### src/include/sensor_settings.svh
`ifndef SENSOR_SETTINGS_SVH
`define SENSOR_SETTINGS_SVH

// AXI field widths
`define SENSOR_ID_BITS      8
`define SENSOR_ADDR_BITS    32
`define SENSOR_DATA_BITS    32

// Sample buffer geometry
`define SENSOR_BUF_DEPTH    64
`define SENSOR_BUF_AW       6

// Command register offsets, low 16 address bits
// A nonzero write sets the flag, a zero write clears it
`define SENSOR_REG_EN       16'h0100
`define SENSOR_REG_CLEAR    16'h0200

`endif

### src/hdl/sensor_pkg.sv
`include "sensor_settings.svh"

package sensor_pkg;

    // Latched AW or AR request
    typedef struct packed {
        logic [`SENSOR_ID_BITS-1:0]   id;
        logic [`SENSOR_ADDR_BITS-1:0] addr;
    } bus_req_t;

    // Command flags from the bus side to the sequencer
    typedef struct packed {
        logic en;
        logic clear;
    } sctrl_cmd_t;

    // One sample store into the buffer
    typedef struct packed {
        logic                         we;
        logic [`SENSOR_BUF_AW-1:0]    addr;
        logic [`SENSOR_DATA_BITS-1:0] data;
    } buf_wr_t;

endpackage

### src/hdl/sample_buffer.sv
`timescale 1ns/100ps
`include "sensor_settings.svh"

module sample_buffer (
    input  logic                          clk,

    // Write port from the sequencer
    input  sensor_pkg::buf_wr_t           wr,

    // Read port to the bus controller
    input  logic [`SENSOR_BUF_AW-1:0]     rd_addr,
    output logic [`SENSOR_DATA_BITS-1:0]  rd_data
);
    logic [`SENSOR_DATA_BITS-1:0] mem [`SENSOR_BUF_DEPTH];

    // Contents are undefined until written
    always_ff @(posedge clk) begin
        if (wr.we) begin
            mem[wr.addr] <= wr.data;
        end
    end

    // Asynchronous read
    assign rd_data = mem[rd_addr];

endmodule

### src/hdl/sctrl_bus_ctrl.sv
`timescale 1ns/100ps
`include "sensor_settings.svh"

module sctrl_bus_ctrl (
    input  logic                          clk,
    input  logic                          rst,

    // Write address
    input  logic [`SENSOR_ID_BITS-1:0]    awid,
    input  logic [`SENSOR_ADDR_BITS-1:0]  awaddr,
    input  logic                          awvalid,
    output logic                          awready,

    // Write data
    input  logic [`SENSOR_DATA_BITS-1:0]  wdata,
    input  logic                          wlast,
    input  logic                          wvalid,
    output logic                          wready,

    // Write response
    output logic [`SENSOR_ID_BITS-1:0]    bid,
    output logic [1:0]                    bresp,
    output logic                          bvalid,
    input  logic                          bready,

    // Read address
    input  logic [`SENSOR_ID_BITS-1:0]    arid,
    input  logic [`SENSOR_ADDR_BITS-1:0]  araddr,
    input  logic                          arvalid,
    output logic                          arready,

    // Read data
    output logic [`SENSOR_ID_BITS-1:0]    rid,
    output logic [`SENSOR_DATA_BITS-1:0]  rdata,
    output logic [1:0]                    rresp,
    output logic                          rlast,
    output logic                          rvalid,
    input  logic                          rready,

    // Sequencer and buffer side
    output sensor_pkg::sctrl_cmd_t        cmd,
    output logic [`SENSOR_BUF_AW-1:0]     rd_addr,
    input  logic [`SENSOR_DATA_BITS-1:0]  rd_data
);
    import sensor_pkg::*;

    typedef enum logic [2:0] {IDLE, AR, R, AW, W, B} state_t;

    state_t   state;
    state_t   next_state;

    bus_req_t aw_req;
    bus_req_t ar_req;

    logic     aw_fire;
    logic     w_fire;
    logic     ar_fire;
    logic     r_fire;
    logic     b_fire;

    // Handshakes
    assign aw_fire = awvalid && awready;
    assign w_fire  = wvalid && wready;
    assign ar_fire = arvalid && arready;
    assign r_fire  = rvalid && rready;
    assign b_fire  = bvalid && bready;

    always_ff @(posedge clk) begin
        if (rst) begin
            state <= IDLE;
        end else begin
            state <= next_state;
        end
    end

    // One transaction at a time, writes win in IDLE
    always_comb begin
        next_state = state;
        case (state)
            IDLE: begin
                if (awvalid) begin
                    next_state = AW;
                end else if (arvalid) begin
                    next_state = AR;
                end
            end
            AR: begin
                if (ar_fire) begin
                    next_state = R;
                end
            end
            R: begin
                if (r_fire) begin
                    next_state = IDLE;
                end
            end
            AW: begin
                if (aw_fire) begin
                    next_state = W;
                end
            end
            W: begin
                if (w_fire && wlast) begin
                    next_state = B;
                end
            end
            B: begin
                if (b_fire) begin
                    next_state = IDLE;
                end
            end
            default: begin
                next_state = IDLE;
            end
        endcase
    end

    // Request capture, payload only
    always_ff @(posedge clk) begin
        if (aw_fire) begin
            aw_req.id   <= awid;
            aw_req.addr <= awaddr;
        end
        if (ar_fire) begin
            ar_req.id   <= arid;
            ar_req.addr <= araddr;
        end
    end

    // Command registers, written with the OR of the data word
    always_ff @(posedge clk) begin
        if (rst) begin
            cmd.en    <= 1'b0;
            cmd.clear <= 1'b0;
        end else if (state == W && w_fire && wlast) begin
            if (aw_req.addr[15:0] == `SENSOR_REG_EN) begin
                cmd.en <= |wdata;
            end
            if (aw_req.addr[15:0] == `SENSOR_REG_CLEAR) begin
                cmd.clear <= |wdata;
            end
        end
    end

    // Channel outputs decoded from the state
    assign awready = (state == AW);
    assign wready  = (state == W) && wvalid;
    assign arready = (state == AR);

    assign bvalid  = (state == B);
    assign bid     = aw_req.id;
    // Always OKAY
    assign bresp   = 2'b00;

    assign rvalid  = (state == R);
    assign rlast   = (state == R);
    assign rid     = ar_req.id;
    assign rresp   = 2'b00;

    // Word address into the buffer
    assign rd_addr = ar_req.addr[`SENSOR_BUF_AW+1:2];
    assign rdata   = (state == R) ? rd_data : '0;

endmodule

### src/hdl/sctrl_top.sv
`timescale 1ns/100ps
`include "sensor_settings.svh"

module sctrl_top (
    input  logic                          clk,
    input  logic                          rst,

    // Write address
    input  logic [`SENSOR_ID_BITS-1:0]    awid,
    input  logic [`SENSOR_ADDR_BITS-1:0]  awaddr,
    input  logic [3:0]                    awlen,
    input  logic [2:0]                    awsize,
    input  logic [1:0]                    awburst,
    input  logic                          awvalid,
    output logic                          awready,

    // Write data
    input  logic [`SENSOR_DATA_BITS-1:0]  wdata,
    input  logic [3:0]                    wstrb,
    input  logic                          wlast,
    input  logic                          wvalid,
    output logic                          wready,

    // Write response
    output logic [`SENSOR_ID_BITS-1:0]    bid,
    output logic [1:0]                    bresp,
    output logic                          bvalid,
    input  logic                          bready,

    // Read address
    input  logic [`SENSOR_ID_BITS-1:0]    arid,
    input  logic [`SENSOR_ADDR_BITS-1:0]  araddr,
    input  logic [3:0]                    arlen,
    input  logic [2:0]                    arsize,
    input  logic [1:0]                    arburst,
    input  logic                          arvalid,
    output logic                          arready,

    // Read data
    output logic [`SENSOR_ID_BITS-1:0]    rid,
    output logic [`SENSOR_DATA_BITS-1:0]  rdata,
    output logic [1:0]                    rresp,
    output logic                          rlast,
    output logic                          rvalid,
    input  logic                          rready,

    // Sensor side, burst fields above are single beat only
    output logic                          sctrl_interrupt,
    input  logic                          sensor_ready,
    input  logic [`SENSOR_DATA_BITS-1:0]  sensor_out,
    output logic                          sensor_en
);
    import sensor_pkg::*;

    sctrl_cmd_t                   cmd;
    buf_wr_t                      wr;
    logic [`SENSOR_BUF_AW-1:0]    rd_addr;
    logic [`SENSOR_DATA_BITS-1:0] rd_data;

    sctrl_bus_ctrl i_sctrl_bus_ctrl (
        .clk     (clk),
        .rst     (rst),
        .awid    (awid),
        .awaddr  (awaddr),
        .awvalid (awvalid),
        .awready (awready),
        .wdata   (wdata),
        .wlast   (wlast),
        .wvalid  (wvalid),
        .wready  (wready),
        .bid     (bid),
        .bresp   (bresp),
        .bvalid  (bvalid),
        .bready  (bready),
        .arid    (arid),
        .araddr  (araddr),
        .arvalid (arvalid),
        .arready (arready),
        .rid     (rid),
        .rdata   (rdata),
        .rresp   (rresp),
        .rlast   (rlast),
        .rvalid  (rvalid),
        .rready  (rready),
        .cmd     (cmd),
        .rd_addr (rd_addr),
        .rd_data (rd_data)
    );

    sensor_ctrl i_sensor_ctrl (
        .clk             (clk),
        .rst             (rst),
        .cmd             (cmd),
        .sensor_ready    (sensor_ready),
        .sensor_out      (sensor_out),
        .sensor_en       (sensor_en),
        .sctrl_interrupt (sctrl_interrupt),
        .wr              (wr)
    );

    sample_buffer i_sample_buffer (
        .clk     (clk),
        .wr      (wr),
        .rd_addr (rd_addr),
        .rd_data (rd_data)
    );

endmodule

### src/hdl/sensor_ctrl.sv
`timescale 1ns/100ps
`include "sensor_settings.svh"

module sensor_ctrl (
    input  logic                          clk,
    input  logic                          rst,

    // Command flags from the bus controller
    input  sensor_pkg::sctrl_cmd_t        cmd,

    // Off-chip sensor
    input  logic                          sensor_ready,
    input  logic [`SENSOR_DATA_BITS-1:0]  sensor_out,
    output logic                          sensor_en,

    // Interrupt to the host
    output logic                          sctrl_interrupt,

    // Buffer write port
    output sensor_pkg::buf_wr_t           wr
);
    logic [`SENSOR_BUF_AW-1:0] count;
    logic                      full;
    logic                      store;
    logic                      last_word;

    // Sampling window, registers only
    assign sensor_en = cmd.en && !cmd.clear && !full;

    // A sample is accepted when the sensor answers while enabled
    assign store = sensor_en && sensor_ready;

    assign last_word = (count == {`SENSOR_BUF_AW{1'b1}});

    always_ff @(posedge clk) begin
        if (rst) begin
            count <= '0;
            full  <= 1'b0;
        end else if (cmd.clear) begin
            count <= '0;
            full  <= 1'b0;
        end else if (store) begin
            // Count wraps to zero as the last word lands
            count <= count + 1'b1;
            if (last_word) begin
                full <= 1'b1;
            end
        end
    end

    // Interrupt stays up until the host clears
    assign sctrl_interrupt = full;

    // Store goes to the buffer on the same edge
    always_comb begin
        wr.we   = store;
        wr.addr = count;
        wr.data = sensor_out;
    end

endmodule

### config.mk
export PLATFORM = sky130hd
export DESIGN_NAME = sctrl_top
export DESIGN_NICKNAME = d
export VERILOG_FILES = /design/src/hdl/sensor_pkg.sv /design/src/hdl/sample_buffer.sv /design/src/hdl/sctrl_bus_ctrl.sv /design/src/hdl/sctrl_top.sv /design/src/hdl/sensor_ctrl.sv
export VERILOG_INCLUDE_DIRS = /design/src /design/src/include
export SDC_FILE = /design/constraint.sdc
export NUM_CORES = 2
export LEC_CHECK = 0
export CORE_ASPECT_RATIO = 1.25
export CORE_MARGIN = 2
export CORE_UTILIZATION = 50
export CTS_CLUSTER_SIZE = 28
export DETAILED_ROUTE_END_ITERATION = 7
export DONT_BUFFER_PORTS = 1
export PLACE_DENSITY = 0.76
export SETUP_SLACK_MARGIN = 0.05
export SYNTH_ARGS = -nofsm -noshare
export SYNTH_HDL_FRONTEND = slang
export SYNTH_SLANG_ARGS = --single-unit
### constraint.sdc
create_clock -name clk -period 3.2 [get_ports clk]
set_input_delay 0 -clock clk [delete_from_list [all_inputs] [get_ports clk]]
set_output_delay 0 -clock clk [all_outputs]
set_load 0.01 [all_outputs]
Word level (Yosys, flattened, before mapping)
Memories as Yosys holds them, arrays and structs flattened. A register that Yosys moved wholly into a read port is not among the register bits.
Cells that the tools add are included.

cells by class
  add/subtract/negate cells = 1
  equality and inequality tests = 14
  muxes and demuxes = 12
  reduce and logical (&&, ||, !) cells = 21

operator list
  cell                    number
  $mux W32                1
  $reduce_or A32 Y1       1
  $mux W3                 7
  $pmux W3 S6             1
  $eq A16 B10 Y1 const B  1
  $eq A16 B9 Y1 const B   1
  $logic_and A1 B1 Y1     12
  $ne A2 B2 Y1 const B    4
  $add A6 B1 Y6 const B   1
  $eq A3 B2 Y1 const B    2
  $eq A3 B3 Y1 const B    2
  $eq A6 B6 Y1 const B    1
  $mux W6                 1
  $reduce_and A2 Y1       3
  $reduce_and A6 Y1       1
  $eq A3 B1 Y1 const B    1
  $logic_not A3 Y1        1
  $ne A3 B3 Y1 const B    1
  $logic_not A1 Y1        2
  $mux W1                 2
  $ne A2 B1 Y1 const B    1
  $reduce_or A2 Y1        1

word-level totals
  bits in registers = 52
  memory bits (writable) = 2,048
  output and inout bits = 60
  memories kept = 1

memories
  name                 depth  bits a word  read ports  clocked after memory_dff  wr ports  line                 text
  i_sample_buffer.mem  64     32           1           1                         1         sample_buffer.sv:14  logic [`SENSOR_DATA_BITS-1:0] mem [`SENSOR_BUF_DEPTH];

Longest topological paths before layout
  word-level depth = 6
  mapped depth = 11
  depth with buffers taken out = 7

Cells and area by module
From an unflattened synthesis, not the netlist that was laid out.

second synthesis, totals
  cells, all modules = 3,517
  area, all modules = 80,408.4 um^2

by module, submodules not included
  module          instances  cells an instance  area an instance (um^2)  sequential area each (um^2)
  sample_buffer   1          3,292              77,874.7                 61,499.0
  sctrl_bus_ctrl  1          153                1,933.1                  1,241.2
  sensor_ctrl     1          72                 600.6                    140.1

Worst setup path before layout
Ideal clock, no wire load.

  path type = register -> register
  start = register i_sensor_ctrl.full (netlist: i_sensor_ctrl.sctrl_interrupt)
  end = memory i_sample_buffer.mem[63][0] in the netlist's numbering (enable)
  setup time = 0.421 ns
  arrival time = 2.754 ns
  setup slack = 0.025 ns
  cell stages (with the launch flop) = 7
  period minus slack after synthesis = 3.175 ns
  path through = dfxtp_1 nor4bb_1 clkbuf_1 and2_1 clkbuf_1 nand2_1 nor2_1

on the way
  word-level cells in the longest chain between the ends = 5

ends and longest elaborated chain
  element                        line                 text
  start, declared                sensor_ctrl.sv:23    logic full;
  start signal, assigned         sensor_ctrl.sv:38    full <= 1'b0;
  start signal, assigned         sensor_ctrl.sv:41    full <= 1'b0;
  start signal, assigned         sensor_ctrl.sv:46    full <= 1'b1;
  $logic_not A1 Y1               sensor_ctrl.sv:28    assign sensor_en = cmd.en && !cmd.clear && !full;
  $logic_and A1 B1 Y1            sensor_ctrl.sv:28
  $logic_and A1 B1 Y1            sensor_ctrl.sv:31    assign store = sensor_en && sensor_ready;
  $mux W1                        sample_buffer.sv:18  if (wr.we) begin
  $mux W1 (not written as such)  sample_buffer.sv:19  mem[wr.addr] <= wr.data;
  end, declared                  sample_buffer.sv:14

No other way between the ends.

==> reports/results.ini <==
[job]
drv_cap=0

[worst_hold_path]
min_path_type=primary input to register

[global_route]
grt_pass1_vias=42700
antenna_found_initial=4
grt_max_degree=65
grt_usage=0.277
grt_first_pass_wirelength_mm=317
grt_overflow_total=0

[routing]
vias=41500
wl_per_cell_um=36.5
drtIter0Drc=6713
viasPerCell=6.62
wl_mm=229
ant_nets=0
firstDrtPassIters=8
drc=0

[logic_synthesis]
synth.top_cell.area_share=0.776
syn_area_um2=80700
synth-edff-count=2086
synth-main-ff-cell=edfxtp_1
ys_top_cells_by_area=edfxtp_1 (78%), mux4_2 (15%), mux2i_1 (1.5%)
seq_area_frac_synth=0.781
ys_ff_latch=2104
ys_top_cells_by_count=edfxtp_1 (2086), mux4_2 (549), mux2i_1 (123), nor2_1 (103), buf_2 (71)
syn_avg_cell_area_um2=23.5
yosys_warnings=0
synth_most_common_cell=edfxtp_1
yosysUniqueCellTypes=55
syn_inst=3429
postSynth.asyncResetShare=0
synth_largest_area_cell=edfxtp_1

[clock_network]
htreeDepth=4
clkLatencyLatePin_ns=0.84
clkTransAtPathRegs_ns=0.06
cts_tree=yes
root_buffer=clkbuf_16
clock_path_buffers=3
cts_buffers=188
cts.sink_count=2104

[sta]
fin_setup_tns_ns=-8.99
clock_skew_ns=0.0280
hold_violations=0
maxSlewViolCount=0
rsz0062_at_grt=true
max_slew_margin=0.341
setup_violations=32
min_period_ns=3.61
fin_crit_sh=1.13
worst_slack_ns=-0.409
fmax_mhz=277
tightestPinTransition_ns=0.986

[finish]
fin_area_um2=97600
layout-drive-gt1-share=0.359
area_growth_pct=21.0
nNetsFinal=4207
num-fill-cells=10200
fin_util=0.610

[critical_path]
crit_path_end=rdata[11]
crit_required_ns=3.20
ff2ff_path_depth=7
end_kind=primary output
crit_type=register to primary output
reg2reg_to=i_sample_buffer.mem[20][9]$_DFFE_PP_
r2r_slack_ns=0.69
reg2reg_from=i_sensor_ctrl.sctrl_interrupt$_SDFFE_PP0P_
cp_max_fo=7
cp.arrival_ns=3.61
startpoint_type=register

[placement]
post-place-ws_ns=0.00395
dp_hpwl_mm=115
placed_area_um2=86100
place_congestion=0.823
io_buffers=0

[floorplanning]
die_h_um=453
die_w_um=363
initial_core_util=0.504
rows=164
io_pins=235
core_um2=160000
die_area_um2=165000

[power_and_ir_drop]
leakagePower_uw=0.0311
vdd_drop_max_uv=496
power_density_nw_per_um2=628

[status]
status=complete, but fails checks
violations=setup timing

==> kinds of logic (layout without fill, tap and decap cells) <==
logic type / count (synthesis) / count (layout) / synth area share
XOR/XNOR: 5 / 5 / 0.000543
flip-flops: 2104 / 2104 / 0.781
buffers and inverters: 194 / 952 / 0.0132
other: 1 / 7 / 0.0000465
multiplexers: 719 / 719 / 0.178
AO/OA/AOI/OAI: 128 / 128 / 0.0110
adder cells (fa/ha/maj): 1 / 1 / 0.000155
AND/OR/NAND/NOR: 277 / 277 / 0.0163
==> timing repair <==
| action | in CTS | in global routing |
|---|---|---|
| setup endpoints to repair | 32 | 32 |
| endpoints found under the hold margin | 2142 | 0 |
| hold buffers | 158 | 0 |
| gates resized for setup | 214 | 95 |
| pin swaps | 32 | 27 |
| setup buffers | 66 | 55 |
| gates cloned | 28 | 5 |
==> area by class of cell <==
| type | count | area, um2 | share of cell area |
|---|---|---|---|
| clock inverters | 119 | 1110 | 0.0113 |
| multi-input cells | 1134 | 17800 | 0.183 |
| well taps | 2075 | 2600 | 0.0266 |
| repair buffers | 598 | 8090 | 0.0828 |
| diodes | 3 | 7.51 | 0.0000769 |
| flip-flops and latches | 2104 | 63000 | 0.646 |
| inverters | 5 | 21.3 | 0.000218 |
| clock buffers | 230 | 4930 | 0.0505 |
==> metrics by stage <==
stage               hold slack, ns  instances  total power, uW
floorplan                   0.0691       3432            34800
CTS                         0.0890       6213            60700
global route                 0.141       6267            62600
finish                       0.152       6268            61300
global placement            0.0717       5613            36900
detailed placement          0.0718       5613            36900
==> worst min-delay path by stage <==
stage             startpoint                                      to  slack, ns  depth (start not counted)
2_1_floorplan            rst    i_sctrl_bus_ctrl.cmd[0]$_SDFFE_PP0P_       0.07                          1
5_1_grt        sensor_out[5]    i_sample_buffer.mem[12][5]$_DFFE_PP_       0.14                          2
3_3_place_gp             rst    i_sctrl_bus_ctrl.cmd[0]$_SDFFE_PP0P_       0.07                          1
3_5_place_dp             rst  i_sctrl_bus_ctrl.state[1]$_SDFFE_PP0P_       0.07                          1
4_1_cts               rready  i_sctrl_bus_ctrl.state[1]$_SDFFE_PP0P_       0.09                          6
6_report       sensor_out[5]    i_sample_buffer.mem[12][5]$_DFFE_PP_       0.15                          2
==> layer usage <==
metal / vias up / global-route usage / part of all wire
met5: - / 0 / 0.000057
met1: 21700 / 0.334 / 0.32
li1: 15900 / - / -
met3: 657 / 0.0546 / 0.10
met2: 3254 / 0.472 / 0.50
met4: 2 / 0.152 / 0.068
==> power breakdown <==
group,internal [uW],switching [uW],leakage [uW]
clock,12300,10200,0.00293
combinational,4150,4370,0.00929
sequential,30300,62.4,0.0189
total,46700,14600,0.0311
==> critical path: stages, from the launching register on <==
cell and delay [ns]:
dfxtp_4 0.37, buf_12 0.17, buf_12 0.15, buf_4 0.12, buf_12 0.13, buf_8 0.11, mux4_2 0.50, mux2_4 0.30
o211ai_1 0.44, a41oi_2 0.25, buf_4 0.20
==> cell usage in the layout, fill, tap and decap left out, types with 13 or more instances in the layout <==
cell type      Yosys  routed
buf_12             3     109
nor2_1           103      31
nand3_1           20      18
dlygate4sd3_1      0     126
clkinv_2           0      29
o22ai_1           27      16
mux2_2            31      24
clkbuf_16          0     196
clkbuf_1          46      39
edfxtp_1        2086    2086
bufinv_16          0      15
a21oi_1           20      15
mux2i_2            0      17
mux2i_1          123     101
buf_16             0      66
nand2_1           61      58
o211ai_1          13      13
buf_8              0      13
nor2b_1           18      15
buf_4             44     232
clkinv_1           1      45
buf_6              4      36
mux4_2           549     556
nor2_4             0      68
dfxtp_1           18      13
==> registers in the layout, indices dropped and copies added, names as in the netlist, named ones only <==
signal                         count
i_sample_buffer.mem             2048
i_sctrl_bus_ctrl.aw_req           16
i_sctrl_bus_ctrl.bid               8
i_sctrl_bus_ctrl.cmd               2
i_sctrl_bus_ctrl.rd_addr           6
i_sctrl_bus_ctrl.rid               8
i_sctrl_bus_ctrl.state             3
i_sensor_ctrl.count                6
i_sensor_ctrl.sctrl_interrupt      1
Power figures use the tool's default switching activity.
